`config.mk`:
```
export PLATFORM = sky130hd
export DESIGN_NAME = vid_top
export DESIGN_NICKNAME = d
export VERILOG_FILES = /design/src/rtl/vid_pkg.sv /design/src/rtl/count_up.sv /design/src/rtl/pattern_gen.sv /design/src/rtl/vid_apb_regs.sv /design/src/rtl/vid_top.sv /design/src/rtl/video_timing.sv
export VERILOG_INCLUDE_DIRS = /design/src /design/src/rtl
export SDC_FILE = /design/constraint.sdc
export NUM_CORES = 1
export LEC_CHECK = 0
export BUFFER_PORTS_ARGS = -buffer_cell sky130_fd_sc_hd__buf_2
export CORE_MARGIN = 2
export CORE_UTILIZATION = 30
export CTS_CLUSTER_DIAMETER = 30
export DETAILED_ROUTE_END_ITERATION = 10
export PLACE_DENSITY = 0.53
export SLEW_MARGIN = 40
export SYNTH_ARGS = -nofsm -noshare
export SYNTH_HDL_FRONTEND = slang
export SYNTH_SLANG_ARGS = --single-unit
export TNS_END_PERCENT = 20
```
`constraint.sdc`:
```
create_clock -name clock -period 3.05 [get_ports clock]
set_input_delay 0.305 -clock clock [delete_from_list [all_inputs] [get_ports clock]]
set_output_delay 0.305 -clock clock [all_outputs]
set_load 0.02 [all_outputs]
```
`src/rtl/vid_defines.svh`:
```
`ifndef VID_DEFINES_SVH
`define VID_DEFINES_SVH

// Horizontal geometry in pixels
`define VID_H_ACTIVE 256
`define VID_H_FRONT  18
`define VID_H_SYNC   25
`define VID_H_BACK   42
`define VID_H_TOTAL  (`VID_H_ACTIVE + `VID_H_FRONT + `VID_H_SYNC + `VID_H_BACK)

// Vertical geometry in lines
`define VID_V_ACTIVE 240
`define VID_V_FRONT  5
`define VID_V_SYNC   3
`define VID_V_BACK   14
`define VID_V_TOTAL  (`VID_V_ACTIVE + `VID_V_FRONT + `VID_V_SYNC + `VID_V_BACK)

// Pixel strobe divider, one strobe per 2**VID_DIV_W clocks
`define VID_DIV_W 2

// APB register map, byte addresses
`define VID_ADDR_CTRL   4'h0
`define VID_ADDR_FG     4'h4
`define VID_ADDR_BG     4'h8
`define VID_ADDR_STATUS 4'hC

`endif

```
`src/rtl/vid_pkg.sv`:
```
package vid_pkg;

  // Pixel or line position
  typedef logic [15:0] vid_count_t;

  // Colour as {red, green, blue}
  typedef logic [23:0] vid_rgb_t;

  // APB byte address and data
  typedef logic [3:0]  vid_addr_t;
  typedef logic [31:0] vid_word_t;

  // Test pattern selection, CTRL bits 2:1
  typedef enum logic [1:0] {
    PAT_SOLID    = 2'd0,
    PAT_BARS     = 2'd1,
    PAT_CHECKER  = 2'd2,
    PAT_GRADIENT = 2'd3
  } vid_pattern_e;

endpackage

```
`src/rtl/count_up.sv`:
```
module count_up #(
  parameter int width = 16
) (
  input  logic             clock,
  input  logic             arst_n,
  input  logic             enable,
  input  logic [width-1:0] target,
  output logic [width-1:0] value,
  output logic             wrap
);

  assign wrap = (value == target); // Terminal count

  always_ff @(posedge clock or negedge arst_n) begin
    if (!arst_n) begin
      value <= '0;
    end else if (enable) begin
      if (wrap) begin
        value <= '0;
      end else begin
        value <= value + 1'b1;
      end
    end
  end

endmodule

```
`src/rtl/pattern_gen.sv`:
```
module pattern_gen (
  input  logic                  clock,
  input  logic                  arst_n,
  input  logic                  pix_stb,
  input  logic                  hsync_n,
  input  logic                  vsync_n,
  input  logic                  active,
  input  logic                  video_en,
  input  vid_pkg::vid_count_t   hcount,
  input  vid_pkg::vid_count_t   vcount,
  input  vid_pkg::vid_pattern_e pattern,
  input  vid_pkg::vid_rgb_t     fg,
  input  vid_pkg::vid_rgb_t     bg,
  output logic                  vid_hsync_n,
  output logic                  vid_vsync_n,
  output logic                  vid_de,
  output vid_pkg::vid_rgb_t     vid_rgb
);

  vid_pkg::vid_rgb_t pixel_rgb;
  logic [2:0]        bar;

  assign bar = hcount[7:5]; // 32 pixel wide bars

  always_comb begin
    if (!active || !video_en) begin
      pixel_rgb = '0; // Blanking or video off
    end else begin
      case (pattern)
        vid_pkg::PAT_SOLID: begin
          pixel_rgb = fg;
        end
        vid_pkg::PAT_BARS: begin
          pixel_rgb = {{8{bar[2]}}, {8{bar[1]}}, {8{bar[0]}}};
        end
        vid_pkg::PAT_CHECKER: begin
          pixel_rgb = (hcount[4] ^ vcount[4]) ? fg : bg; // 16x16 squares
        end
        vid_pkg::PAT_GRADIENT: begin
          pixel_rgb = {hcount[7:0], vcount[7:0], fg[7:0]};
        end
        default: begin
          pixel_rgb = '0;
        end
      endcase
    end
  end

  // Sync and enable delayed with the colour so all outputs stay aligned
  always_ff @(posedge clock or negedge arst_n) begin
    if (!arst_n) begin
      vid_hsync_n <= 1'b1;
      vid_vsync_n <= 1'b1;
      vid_de      <= 1'b0;
      vid_rgb     <= '0;
    end else if (pix_stb) begin
      vid_hsync_n <= hsync_n;
      vid_vsync_n <= vsync_n;
      vid_de      <= active;
      vid_rgb     <= pixel_rgb;
    end
  end

endmodule

```
`src/rtl/vid_apb_regs.sv`:
```
`include "vid_defines.svh"

module vid_apb_regs (
  input  logic                  clock,
  input  logic                  arst_n,
  input  logic                  psel,
  input  logic                  penable,
  input  logic                  pwrite,
  input  vid_pkg::vid_addr_t    paddr,
  input  vid_pkg::vid_word_t    pwdata,
  input  logic                  frame_start,
  output vid_pkg::vid_word_t    prdata,
  output logic                  pready,
  output logic                  pslverr,
  output logic                  video_en,
  output vid_pkg::vid_pattern_e pattern,
  output vid_pkg::vid_rgb_t     fg,
  output vid_pkg::vid_rgb_t     bg
);

  logic                  access;
  logic                  mapped;
  logic                  ctrl_en;
  vid_pkg::vid_pattern_e ctrl_pat;
  vid_pkg::vid_rgb_t     fg_reg;
  vid_pkg::vid_rgb_t     bg_reg;
  vid_pkg::vid_count_t   frame_cnt;

  assign access = psel & penable;
  assign pready = 1'b1; // No wait states

  assign mapped = (paddr == `VID_ADDR_CTRL) || (paddr == `VID_ADDR_FG) ||
                  (paddr == `VID_ADDR_BG)   || (paddr == `VID_ADDR_STATUS);

  // STATUS is read only
  assign pslverr = access & (~mapped | (pwrite & (paddr == `VID_ADDR_STATUS)));

  always_comb begin
    case (paddr)
      `VID_ADDR_CTRL:   prdata = {29'd0, ctrl_pat, ctrl_en};
      `VID_ADDR_FG:     prdata = {8'd0, fg_reg};
      `VID_ADDR_BG:     prdata = {8'd0, bg_reg};
      `VID_ADDR_STATUS: prdata = {16'd0, frame_cnt};
      default:          prdata = '0;
    endcase
  end

  always_ff @(posedge clock or negedge arst_n) begin
    if (!arst_n) begin
      ctrl_en  <= 1'b0;
      ctrl_pat <= vid_pkg::PAT_SOLID;
      fg_reg   <= '0;
      bg_reg   <= '0;
    end else if (access && pwrite && !pslverr) begin
      case (paddr)
        `VID_ADDR_CTRL: begin
          ctrl_en  <= pwdata[0];
          ctrl_pat <= vid_pkg::vid_pattern_e'(pwdata[2:1]);
        end
        `VID_ADDR_FG: fg_reg <= pwdata[23:0];
        `VID_ADDR_BG: bg_reg <= pwdata[23:0];
        default: ;
      endcase
    end
  end

  // Shadow copies seen by the video path, updated only between frames
  always_ff @(posedge clock or negedge arst_n) begin
    if (!arst_n) begin
      video_en  <= 1'b0;
      pattern   <= vid_pkg::PAT_SOLID;
      fg        <= '0;
      bg        <= '0;
      frame_cnt <= '0;
    end else if (frame_start) begin
      video_en  <= ctrl_en;
      pattern   <= ctrl_pat;
      fg        <= fg_reg;
      bg        <= bg_reg;
      frame_cnt <= frame_cnt + 1'b1; // Wraps at 16 bits
    end
  end

endmodule

```
`src/rtl/vid_top.sv`:
```
module vid_top (
  input  logic               clock,
  input  logic               arst_n,
  input  logic               psel,
  input  logic               penable,
  input  logic               pwrite,
  input  vid_pkg::vid_addr_t paddr,
  input  vid_pkg::vid_word_t pwdata,
  output vid_pkg::vid_word_t prdata,
  output logic               pready,
  output logic               pslverr,
  output logic               pix_stb,
  output logic               vid_hsync_n,
  output logic               vid_vsync_n,
  output logic               vid_de,
  output vid_pkg::vid_rgb_t  vid_rgb
);

  logic                  frame_start;
  logic                  hsync_n;
  logic                  vsync_n;
  logic                  active;
  vid_pkg::vid_count_t   hcount;
  vid_pkg::vid_count_t   vcount;
  logic                  video_en;
  vid_pkg::vid_pattern_e pattern;
  vid_pkg::vid_rgb_t     fg;
  vid_pkg::vid_rgb_t     bg;

  video_timing u_timing (
    .clock       (clock),
    .arst_n      (arst_n),
    .pix_stb     (pix_stb),
    .frame_start (frame_start),
    .hsync_n     (hsync_n),
    .vsync_n     (vsync_n),
    .active      (active),
    .hcount      (hcount),
    .vcount      (vcount)
  );

  vid_apb_regs u_regs (
    .clock       (clock),
    .arst_n      (arst_n),
    .psel        (psel),
    .penable     (penable),
    .pwrite      (pwrite),
    .paddr       (paddr),
    .pwdata      (pwdata),
    .frame_start (frame_start),
    .prdata      (prdata),
    .pready      (pready),
    .pslverr     (pslverr),
    .video_en    (video_en),
    .pattern     (pattern),
    .fg          (fg),
    .bg          (bg)
  );

  pattern_gen u_pattern (
    .clock       (clock),
    .arst_n      (arst_n),
    .pix_stb     (pix_stb),
    .hsync_n     (hsync_n),
    .vsync_n     (vsync_n),
    .active      (active),
    .video_en    (video_en),
    .hcount      (hcount),
    .vcount      (vcount),
    .pattern     (pattern),
    .fg          (fg),
    .bg          (bg),
    .vid_hsync_n (vid_hsync_n),
    .vid_vsync_n (vid_vsync_n),
    .vid_de      (vid_de),
    .vid_rgb     (vid_rgb)
  );

endmodule

```
`src/rtl/video_timing.sv`:
```
`include "vid_defines.svh"

module video_timing (
  input  logic                clock,
  input  logic                arst_n,
  output logic                pix_stb,
  output logic                frame_start,
  output logic                hsync_n,
  output logic                vsync_n,
  output logic                active,
  output vid_pkg::vid_count_t hcount,
  output vid_pkg::vid_count_t vcount
);

  localparam vid_pkg::vid_count_t H_LAST =
    vid_pkg::vid_count_t'(`VID_H_TOTAL - 1);
  localparam vid_pkg::vid_count_t V_LAST =
    vid_pkg::vid_count_t'(`VID_V_TOTAL - 1);

  localparam vid_pkg::vid_count_t H_ACTIVE   = vid_pkg::vid_count_t'(`VID_H_ACTIVE);
  localparam vid_pkg::vid_count_t V_ACTIVE   = vid_pkg::vid_count_t'(`VID_V_ACTIVE);

  // Sync windows, begin inclusive and end exclusive
  localparam vid_pkg::vid_count_t H_SYNC_BEG =
    vid_pkg::vid_count_t'(`VID_H_ACTIVE + `VID_H_FRONT);
  localparam vid_pkg::vid_count_t H_SYNC_END =
    vid_pkg::vid_count_t'(`VID_H_ACTIVE + `VID_H_FRONT + `VID_H_SYNC);
  localparam vid_pkg::vid_count_t V_SYNC_BEG =
    vid_pkg::vid_count_t'(`VID_V_ACTIVE + `VID_V_FRONT);
  localparam vid_pkg::vid_count_t V_SYNC_END =
    vid_pkg::vid_count_t'(`VID_V_ACTIVE + `VID_V_FRONT + `VID_V_SYNC);

  logic h_wrap;
  logic v_wrap;
  logic h_in_sync;
  logic v_in_sync;

  count_up #(
    .width(`VID_DIV_W)
  ) u_div (
    .clock  (clock),
    .arst_n (arst_n),
    .enable (1'b1),
    .target ({`VID_DIV_W{1'b1}}),
    .value  (),
    .wrap   (pix_stb) // High on the last divider state
  );

  count_up #(
    .width(16)
  ) u_hcount (
    .clock  (clock),
    .arst_n (arst_n),
    .enable (pix_stb),
    .target (H_LAST),
    .value  (hcount),
    .wrap   (h_wrap)
  );

  count_up #(
    .width(16)
  ) u_vcount (
    .clock  (clock),
    .arst_n (arst_n),
    .enable (pix_stb & h_wrap), // One line per horizontal wrap
    .target (V_LAST),
    .value  (vcount),
    .wrap   (v_wrap)
  );

  assign h_in_sync = (hcount >= H_SYNC_BEG) && (hcount < H_SYNC_END);
  assign v_in_sync = (vcount >= V_SYNC_BEG) && (vcount < V_SYNC_END);

  assign hsync_n = ~h_in_sync; // Active low
  assign vsync_n = ~v_in_sync;
  assign active  = (hcount < H_ACTIVE) && (vcount < V_ACTIVE);

  // Last strobe of a frame, the one that moves the position back to (0,0).
  // Configuration loaded here is in place when pixel 0 is registered.
  assign frame_start = pix_stb & h_wrap & v_wrap;

endmodule

```
== Word level (Yosys, flattened, before mapping) ==
Index checks and enable logic that the tools add are counted.
Word-level totals
  bits in registers: 179
  bits of input ports: 41
  output and inout bits: 62
Operators by class
  add/sub/neg operators: 4
  $lt $le $gt $ge: 6
  equal/unequal tests: 9
  multiplexer cells: 7
  bitwise gates (word level): 10
  reduce and logical (&&, ||, !) cells: 17
Operators with widths (count)
  $pmux 24 s4: 2
  $add 16x1->16 const B: 3
  $mux 24: 2
  $eq 16x9->1 const B: 2
  $lt 16x8->1 const B: 2
  $lt 16x9->1 const B: 2
  $mux 16: 2
  $ge 16x8->1 const B: 1
  $ge 16x9->1 const B: 1
  $eq 4x4->1 const B: 2
  $eq 2x2->1 const B: 3
  $reduce_and 2->1: 3
  $and 1x1->1: 5
  $logic_and 1x1->1: 5
  $eq 4x3->1 const B: 1
  $logic_not 4->1: 1
  $logic_or 1x1->1: 4
  $logic_not 1->1: 3
  $not 1->1: 3
  $add 2x1->2 const B: 1
  $eq 2x1->1 const B: 1
  $logic_not 2->1: 1
  $mux 2: 1
  $or 1x1->1: 1
  $xor 1x1->1: 1

== Depth between registers and ports, before layout ==
Gate-level depths: netlist of the first run.
  depth after elaboration: 10
  depth in mapped cells: 8

== Hierarchy ==
From an unflattened synthesis of the first run, not the netlist that was laid out.
Second synthesis, totals
  cells, all modules: 820
  area, all modules: 9268.9 um2
Modules (own cells, without submodules)
  vid_apb_regs: times used 1, cells an instance 365, area each 5136.2 um2
  count_up at u_timing.u_hcount ...: times used 2, cells an instance 121, area each 1117.3 um2
  pattern_gen: times used 1, cells an instance 179, area each 1635.3 um2
  video_timing: times used 1, cells an instance 20, area each 132.6 um2
  count_up at u_timing.u_div: times used 1, cells an instance 14, area each 130.1 um2

== Worst setup path before layout of the first run ==
No wires, ideal clock.
  kind: register to register
  start: register u_timing.u_hcount.value[12]
  end: register u_regs.bg[0]
  setup time: 125 ps
  data arrival time: 2328 ps
  path slack: 597 ps
  cell stages (with the launch flop): 6
  period minus slack after synthesis: 2453 ps
  cell sequence: dfrtp_1 or4_4 or3b_4 nor3_4 buf_4 mux2_2
On the way
  cells in the longest elaborated chain, start to end: 3
RTL lines
  from (decl): line count_up.sv:8  | output logic [width-1:0] value,
  from (signal assigned): line count_up.sv:21  | value <= value + 1'b1;
  $eq 16x9->1: line count_up.sv:12  | assign wrap = (value == target);
  $and 1x1->1 (2 in series): line video_timing.sv:80  | assign frame_start = pix_stb & h_wrap & v_wrap;
  to (signal assigned): line vid_apb_regs.sv:79  | bg <= bg_reg;
  to (decl): line vid_apb_regs.sv:18  | output vid_pkg::vid_rgb_t bg
No other way between the ends.
A chain may end at the register's enable or synchronous reset.

== Worst setup path in the final report of the first run ==
  start: register u_timing.u_hcount.value[12]
  end: register u_regs.bg[23]
The elaborated chain is that of the path after synthesis.

==> impl_metrics.tcl, run 1 <==
set metrics [dict create \
    layout-drive-gt1-share 0.3221 \
    setup_viol 0 \
    clock_path_buffers 2 \
    io_buffer_count 85 \
    p_leak_uw 0.004786 \
    fmax_mhz 385.4 \
    async_reset_ff_frac 1.000 \
    yosysSeqAreaShare 0.5204 \
    syn-cell-area_um2 8612 \
    tns_ns 0 \
    post-route-period-util 0.8507 \
    startpoint_type "register" \
    ys_top_cells_by_area "dfrtp_1, mux2_2, nor2_1" \
    startpoint "u_timing.u_hcount.value[12]" \
    p_seq_frac 0.499 \
    fin_worst_skew_ns 0.01174 \
    die_h_um 173.4 \
    finalHoldViolCount 0 \
    drc 0 \
    min_period_ns 2.595 \
    clkPwrFrac 0.446 \
    clk_pin_slew_worst_paths_ns 0.08 \
    ys_ff_latch 179 \
    synth.distinct_cells 51 \
    drv_cap 0 \
    ant_nets 0 \
    synth_common_cells "dfrtp_1, mux2_2, nor2_1" \
    dieArea_um2 30080 \
    rsz0062_at_grt "no" \
    status "finished, final reports clean" \
    cts_setup_buffers 0 \
    peakVddDrop_uv 302.8 \
    row_count 62 \
    cts_sinks 179 \
    hold_slack_ns 0.1101 \
    dp_hpwl_mm 15.90 \
    post-synth-top-count-cell "dfrtp_1" \
    ios 103 \
    root_buffer "clkbuf_16" \
    r2r_start "u_timing.u_hcount.value[12]" \
    worstMarginPinSlew_ns 0.6787 \
    grt_overflow_total 0 \
    grt_pass1_vias 6098 \
    slew_viol_final 0 \
    intPower_uw 3858 \
    fin_util 0.3583 \
    drt_first_pass_iters 5 \
    viasPerCell 4.937 \
    drtIter0Drc 407 \
    hp-class "primary input to register" \
    drt-total-wl_mm 21.76 \
    layout.nets 895 \
    post_drt_wl_per_cell_um 17.49 \
    antenna_cells 0 \
    place_congestion 0.7860 \
    reg2reg_slack_ns 0.46 \
    synth_cells 759 \
    vias 6142 \
    fill_cells 2841 \
    slew_headroom 0.5475 \
    synth_edf_count 0 \
    crit_type "register to register" \
    synth_largest_area_cell "dfrtp_1" \
    worstPathMaxFanout 21 \
    synth.top_cell.area_share 0.5143 \
    pwr_density_cell_nw_per_um2 500.1 \
    grt_max_degree 70 \
    cp-end-kind "register" \
    crit_end "u_regs.bg[23]" \
    initial_core_util 0.3025 \
    p_switching_uw 1243 \
    yosys_warnings 0 \
    grt_usage 0.1501 \
    cts_max_level 4 \
    area_growth_pct 18.44 \
    cts_tree "yes" \
    grt_pass1_wl_mm 35.58 \
    combPwrFrac 0.056 \
    r2r-end "u_regs.bg[23]" \
    core_um2 28470 \
    arrival_ns 2.91 \
    cts_buffers 17 \
    antenna_found_initial 0 \
    ys.flop_type "dfrtp_1" \
    clock_latency_ns 0.44 \
    holdPathStages 2 \
    syn_avg_cell_area_um2 11.35 \
    die_x_um 173.4 \
    netSwitchingFraction 0.2436 \
    cp.required_ns 3.36 \
    r2r_cells 5 \
]
==> repair_timing <==
| action | in CTS | in global routing |
|---|---|---|
| hold buffers | 1 | 0 |
| resized for setup | 0 | 0 |
| endpoints found under the hold margin | 61 | 0 |
==> cells by family (layout without fill, tap and decap cells) <==
kind of cell / after synthesis / after routing / synth area share
AOI/OAI and AO/OA: 127 / 127 / 0.1032
xor gates and xnor gates: 36 / 36 / 0.03661
adders and majority gates: 7 / 7 / 0.01017
buffers and inverters: 65 / 159 / 0.03661
DFF: 179 / 179 / 0.5204
muxes: 119 / 119 / 0.1595
other: 2 / 9 / 0.0008720
and+or+nand+nor: 224 / 224 / 0.1326
==> stage by stage <==
step	instance area (um2)	setup WS, ns	instances	power, uW
after floorplan	8638	0.5969	766	2726
after global placement	9585	0.4530	1211	2871
after detailed placement	9585	0.4585	1211	2877
after CTS	10200	0.4357	1244	5162
after global routing	10200	0.3683	1244	5297
final	10200	0.4553	1244	5101
==> cell usage in the layout, fill, tap and decap left out, types with 5 or more instances in the layout <==
master / n
a22oi_1: 21
conb_1: 9
buf_12: 6
nor3_1: 13
nand2_1: 42
nor2_1: 71
clkbuf_16: 17
o21ai_0: 29
inv_6: 5
mux2_2: 116
xor2_1: 14
o31ai_1: 20
buf_2: 84
dfrtp_1: 177
o2bb2ai_1: 8
nand3_1: 20
a311oi_1: 9
nor2b_1: 9
a21oi_1: 18
and2_1: 9
and3_1: 12
ha_1: 7
buf_4: 23
nand4_1: 17
xnor2_1: 22
a221o_1: 12
inv_1: 11
==> worst max-delay path, stage by stage, from the launching register on <==
cell and delay, ns:
dfrtp_1 0.42, or4_4 0.57, or3b_4 0.45, nor3_4 0.45, buf_12 0.23, mux2_2 0.35
==> layer usage <==
metal	GRT usage	wire, um
met1	0.2171	10700
met2	0.2355	10270
met3	0.02588	609
met4	0.03355	174
met5	0	0
==> power by group through the flow <==
stage | clock (uW) | combinational [uW] | sequential [uW]
2_1_floorplan | 0 | 175 | 2550
3_3_place_gp | 0 | 286 | 2580
3_5_place_dp | 0 | 290 | 2590
4_1_cts | 2330 | 293 | 2540
5_1_grt | 2420 | 316 | 2560
6_report | 2270 | 284 | 2540
==> how the worst min path moves through the flow <==
stage	start	to
after floorplan	arst_n	u_pattern.vid_de
after global placement	arst_n	u_regs.fg_reg[4]
final	pwdata[10]	u_regs.fg_reg[10]
after detailed placement	arst_n	u_regs.fg_reg[4]
after CTS	pwdata[10]	u_regs.fg_reg[10]
after global routing	pwdata[18]	u_regs.fg_reg[18]
==> layout make-up <==
type	instances	area [um2]	share of cell area
repair buffers	115	734.5	0.07201
clock buffers	18	439.2	0.04306
well taps	384	480.5	0.04710
inverters	12	45.04	0.004416
flip-flops and latches	179	4482	0.4394
multi-input cells	522	3854	0.3778
clock inverters	14	165.2	0.01619
Note: power is estimated with default switching activity, not from simulation.
==> run 2, diff against run 1 <==
- BUFFER_PORTS_ARGS: -buffer_cell sky130_fd_sc_hd__buf_2 -> -buffer_cell sky130_fd_sc_hd__buf_4
- CELL_PAD_IN_SITES_DETAIL_PLACEMENT: default -> 0
- CELL_PAD_IN_SITES_GLOBAL_PLACEMENT: default -> 2
- PLACE_DENSITY: 0.53 -> 0.7
==> run 2 against run 1 <==
Clock power is 3% lower; design area rose by 1.2%; largest cell class unchanged; count of clock-buffer cells in the layout fell by 1; highest routed layer unchanged; via count decreased by 0.83%; sequential power about the same; register-to-register slack improved by 0.04 ns; clock skew increased by 0.0060 ns; hold slack worse by 0.0024 ns; combinational power up 6%; die area unchanged; cell count is 0.56% lower.
==> impl_metrics.tcl, run 2 (synthesized netlist as in run 1, its figures left out) <==
set metrics [dict create \
    status "finished, final reports clean" \
    cts_tree "yes" \
    hp-class "primary input to register" \
    row_count 62 \
    fmax_mhz 392.2 \
    die_h_um 173.4 \
    worstMarginPinSlew_ns 0.6646 \
    post_drt_wl_per_cell_um 18.31 \
    antenna_found_initial 0 \
    arrival_ns 2.87 \
    ios 103 \
    die_x_um 173.4 \
    fill_cells 2839 \
    startpoint_type "register" \
    clock_path_buffers 2 \
    drtIter0Drc 415 \
    power_uw 5046 \
    hold_end "u_regs.fg_reg[7]" \
    io_buffer_count 85 \
    grt_pass1_wl_mm 36.38 \
    grt_usage 0.1553 \
    final_common_cell "dfrtp_1" \
    post_cts_resized 0 \
    cp-end-kind "register" \
    core_um2 28470 \
    peakVddDrop_uv 346.6 \
    dieArea_um2 30080 \
    drv_cap 0 \
    pwr_density_cell_nw_per_um2 488.9 \
    slew_viol_final 0 \
    slew_headroom 0.5570 \
    cts_buffers 17 \
    drt_first_pass_iters 4 \
    r2r_cells 5 \
    tns_ns 0 \
    cts_sinks 179 \
    viasPerCell 4.924 \
    drt-total-wl_mm 22.65 \
    r2r-end "u_regs.bg[16]" \
    rsz0062_at_grt "no" \
    worstPathMaxFanout 63 \
    ant_nets 0 \
    layout.nets 889 \
    setup_viol 0 \
    layout-drive-gt1-share 0.3165 \
    grt_max_degree 67 \
    initial_core_util 0.3025 \
    clk_pin_slew_worst_paths_ns 0.08 \
    area_growth_pct 19.85 \
    grt_overflow_total 0 \
    reg2reg_slack_ns 0.50 \
    fin_worst_skew_ns 0.01778 \
    clock_latency_ns 0.43 \
    grt_pass1_vias 6069 \
    crit_type "register to register" \
    dp_hpwl_mm 16.19 \
    antenna_cells 0 \
    p_leak_uw 0.004753 \
    root_buffer "clkbuf_16" \
    holdPathStages 2 \
    cts_max_level 4 \
    hold_start "pwdata[7]" \
    finalHoldViolCount 0 \
    min_period_ns 2.550 \
    cts_setup_buffers 0 \
    fin_util 0.3625 \
    cp.required_ns 3.37 \
    vias 6091 \
    r2r_start "u_timing.u_hcount.value[12]" \
    place_congestion 0.7609 \
    post-route-period-util 0.8360 \
    drc 0 \
    cts_hold_buf 1 \
    final_cell_mix "dfrtp_1, mux2_2, buf_4, nor2_1, nand2_1" \
]
[run 2: layout make-up]
type | count | area, um2 | area share
flip-flops and latches | 179 | 4482 | 0.4342
multi-input cells | 522 | 3854 | 0.3734
repair buffers | 109 | 874.6 | 0.08474
well taps | 384 | 480.5 | 0.04655
clock buffers | 17 | 425.4 | 0.04122
clock inverters | 14 | 160.2 | 0.01552
inverters | 12 | 45.04 | 0.004364
[run 2: worst max path at each step]
| stage | slack (ns) | endpoint | start |
|---|---|---|---|
| after CTS | 0.49 | u_regs.bg[7] | u_timing.u_hcount.value[12] |
| after floorplan | 0.60 | u_regs.bg[0] | u_timing.u_hcount.value[12] |
| final | 0.50 | u_regs.bg[16] | u_timing.u_hcount.value[12] |
| after global routing | 0.39 | u_regs.fg[17] | u_timing.u_vcount.value[1] |
| after detailed placement | 0.50 | u_regs.bg[7] | u_timing.u_hcount.value[12] |
| after global placement | 0.53 | u_regs.fg[18] | u_timing.u_hcount.value[12] |
[run 2: layer usage]
metal | global-route usage | up-vias | wire, um
met2 | 0.2353 | 79 | 10300
met3 | 0.02259 | 7 | 620
met5 | 0 | - | 0
met1 | 0.2344 | 3097 | 11590
li1 | - | 2908 | -
met4 | 0.03390 | 0 | 131
[run 2: power by group]
part           internal, uW  total (uW)  switching, uW  leakage (uW)
Clock                  1170        2200           1030      0.000279
Combinational           149         300            151       0.00203
Sequential             2460        2550           86.5       0.00244
Total                  3780        5050           1270       0.00475
[run 2: metrics by stage]
stage	setup slack, ns	hold WS (ns)	instances	cell area, um2
global placement	0.5259	0.3618	1205	9726
floorplan	0.5969	0.009409	766	8638
CTS	0.4946	0.08932	1237	10320
finish	0.5003	0.1077	1237	10320
global route	0.3852	0.09705	1237	10320
detailed placement	0.5028	0.3583	1205	9726
[run 2: worst max-delay path: stages, from the launching register on]
cell,delay [ns]
dfrtp_1,0.43
or4_4,0.57
or3b_4,0.45
nor3_4,0.23
buf_12,0.33
mux2_2,0.38
==> run 3, diff against run 2 <==
- ABC_AREA: default -> 1
- PLACE_DENSITY: 0.7 -> 0.79
- clock period: 3.05 -> 2.5 ns (I/O delays scaled with it)
==> run 3 against run 2 <==
Area after synthesis increased by 12%; first-iteration DRC count increased by 28%; global-route usage increased by 1.3 points; hold slack got worse by 0.065 ns; clock skew decreased by 0.0046 ns; register-to-register slack about the same; wire length increased by 18%; critical path depth increased by 3; sequential power increased by 21%; via count increased by 37%; power increased by 23%; sequential share of layout area decreased by 3.8 points.
==> impl_metrics.tcl, run 3 <==
set metrics [dict create \
    status "finished, final reports clean" \
    startpoint_type "register" \
    cts_buffers 17 \
    grt_max_degree 68 \
    clock_latency_ns 0.44 \
    post-synth-top-count-cell "nand2_1" \
    ant_nets 0 \
    rsz0062_at_grt "no" \
    yosysSeqAreaShare 0.4645 \
    fin_worst_skew_ns 0.01320 \
    syn-cell-area_um2 9648 \
    peakVddDrop_uv 434.4 \
    initial_core_util 0.3050 \
    final_cell_mix "nand2_1, dfrtp_1, nor2_1, nand3_1, buf_4" \
    dieArea_um2 33610 \
    holdPathStages 3 \
    ios 103 \
    cts_max_level 4 \
    crit_type "register to register" \
    hold_end "u_regs.fg_reg[21]" \
    grt_pass1_vias 8214 \
    grt_overflow_total 0 \
    cts_tree "yes" \
    die_h_um 183.3 \
    fmax_mhz 496.7 \
    postPlaceCellArea_um2 10690 \
    hp-class "primary input to register" \
    setup_viol 0 \
    synth_cells 1352 \
    power_uw 6208 \
    clock_path_buffers 2 \
    r2r_cells 8 \
    syn_avg_cell_area_um2 7.136 \
    worstPathMaxFanout 15 \
    final_area_um2 11310 \
    hold_start "pwdata[21]" \
    synth.distinct_cells 33 \
    area_growth_pct 17.23 \
    core_um2 31640 \
    place_congestion 0.8029 \
    r2r_start "u_timing.u_hcount.value[4]" \
    min_period_ns 2.013 \
    tns_ns 0 \
    synth_edf_count 0 \
    dp_hpwl_mm 19.28 \
    pwr_density_cell_nw_per_um2 548.9 \
    hold_slack_ns 0.04252 \
    post_drt_wl_per_cell_um 14.50 \
    arrival_ns 2.40 \
    cp.required_ns 2.89 \
    drt-total-wl_mm 26.64 \
    io_buffer_count 85 \
    ys_top_cells_by_area "dfrtp_1, nand2_1, nand3_1" \
    async_reset_ff_frac 1.000 \
    drt_first_pass_iters 4 \
    grt_usage 0.1680 \
    cts_sinks 179 \
    antenna_cells 0 \
    yosys_warnings 0 \
    drc 0 \
    layout.nets 1471 \
    row_count 65 \
    p_leak_uw 0.005680 \
    fill_cells 3420 \
    vias 8362 \
    ys.flop_type "dfrtp_1" \
    root_buffer "clkbuf_16" \
    ys_ff_latch 179 \
    post-route-period-util 0.8054 \
    cts_setup_buffers 0 \
    slew_viol_final 0 \
    slew_headroom 0.4942 \
    viasPerCell 4.550 \
    synth.top_cell.area_share 0.4591 \
    worstMarginPinSlew_ns 0.7587 \
    synth_common_cells "nand2_1, dfrtp_1, nor2_1" \
    die_x_um 183.3 \
    antenna_found_initial 0 \
    cp-end-kind "register" \
    layout-drive-gt1-share 0.1163 \
    final_common_cell "nand2_1" \
    drtIter0Drc 530 \
    synth_largest_area_cell "dfrtp_1" \
    finalHoldViolCount 0 \
    clk_pin_slew_worst_paths_ns 0.08 \
    reg2reg_slack_ns 0.49 \
    drv_cap 0 \
    r2r-end "u_pattern.vid_rgb[22]" \
    grt_pass1_wl_mm 44.64 \
]
==> run 3: cell types whose count changed after synthesis, sizes merged, moves of 31 or more <==
| cell | delta |
|---|---|
| inv | +77 |
| nand3 | +109 |
| nand2 | +575 |
| buf | +31 |
| mux2 | -116 |
| nor2 | +91 |
==> run 3: layer usage <==
metal / track usage / vias up / wire (um)
met4: 0.03968 / 0 / 237
li1: - / 4363 / -
met5: 0 / - / 0
met3: 0.02800 / 14 / 762
met1: 0.2463 / 3863 / 13840
met2: 0.2583 / 122 / 11810
==> run 3: kinds of logic (layout without fill, tap and decap cells) <==
group | count (synthesis) | in the layout | share of synthesized area
AND/OR/NAND/NOR | 931 | 931 | 0.3935
flip-flops | 179 | 179 | 0.4645
buffers and inverters | 152 | 229 | 0.07509
AO/OA/AOI/OAI | 61 | 61 | 0.03891
XOR/XNOR | 20 | 20 | 0.01816
adder cells (fa/ha/maj) | 7 | 7 | 0.009078
other | 2 | 9 | 0.0007784
==> run 3: where the power goes <==
part	leakage, uW	internal [uW]	switching [uW]
Combinational	0.00293	103	187
Sequential	0.00245	2990	93.1
Clock	0.000303	1530	1310
Total	0.00568	4620	1590
==> run 3: worst max-delay path, cell delays in order, from the launching register on <==
cell     delay, ns
dfrtp_1       0.62
inv_1         0.22
nand2_1       0.19
nand2_4       0.12
nor2_4        0.32
nand2_1       0.09
a21oi_1       0.17
nand2_1       0.14
nand2_1       0.08
==> run 3: final cells by class <==
class,count,area (um2),share of cell area
well taps,402,503.0,0.04447
inverters,89,334.1,0.02954
repair buffers,108,904.6,0.07998
clock inverters,15,187.7,0.01659
flip-flops and latches,179,4482,0.3962
clock buffers,17,425.4,0.03761
multi-input cells,1028,4474,0.3956
==> run 3: repair_timing <==
item	in CTS	in global routing
endpoints found under the hold margin	31	0
resized for setup	0	0
hold buffers	1	0
==> run 3: stage by stage <==
stage,setup slack [ns],cells,utilization
after global placement,0.5119,1805,0.3378
final,0.4866,1838,0.3575
after global routing,0.2466,1838,0.3575
after floorplan,0.8720,1359,-
after detailed placement,0.4712,1805,0.3378
after CTS,0.4703,1838,0.3575
==> run 3: how the worst max path moves through the flow <==
stage | startpoint | end | slack [ns] | cells past startpoint
after CTS | paddr[1] | prdata[7] | 0.47 | 7
after global routing | u_timing.u_hcount.value[0] | u_regs.frame_cnt[6] | 0.25 | 8
final | u_timing.u_hcount.value[4] | u_pattern.vid_rgb[22] | 0.49 | 8
after floorplan | u_timing.u_div.value[0] | u_pattern.vid_rgb[15] | 0.87 | 7
after detailed placement | u_timing.u_hcount.value[0] | u_regs.frame_cnt[12] | 0.47 | 8
after global placement | paddr[1] | prdata[14] | 0.51 | 7
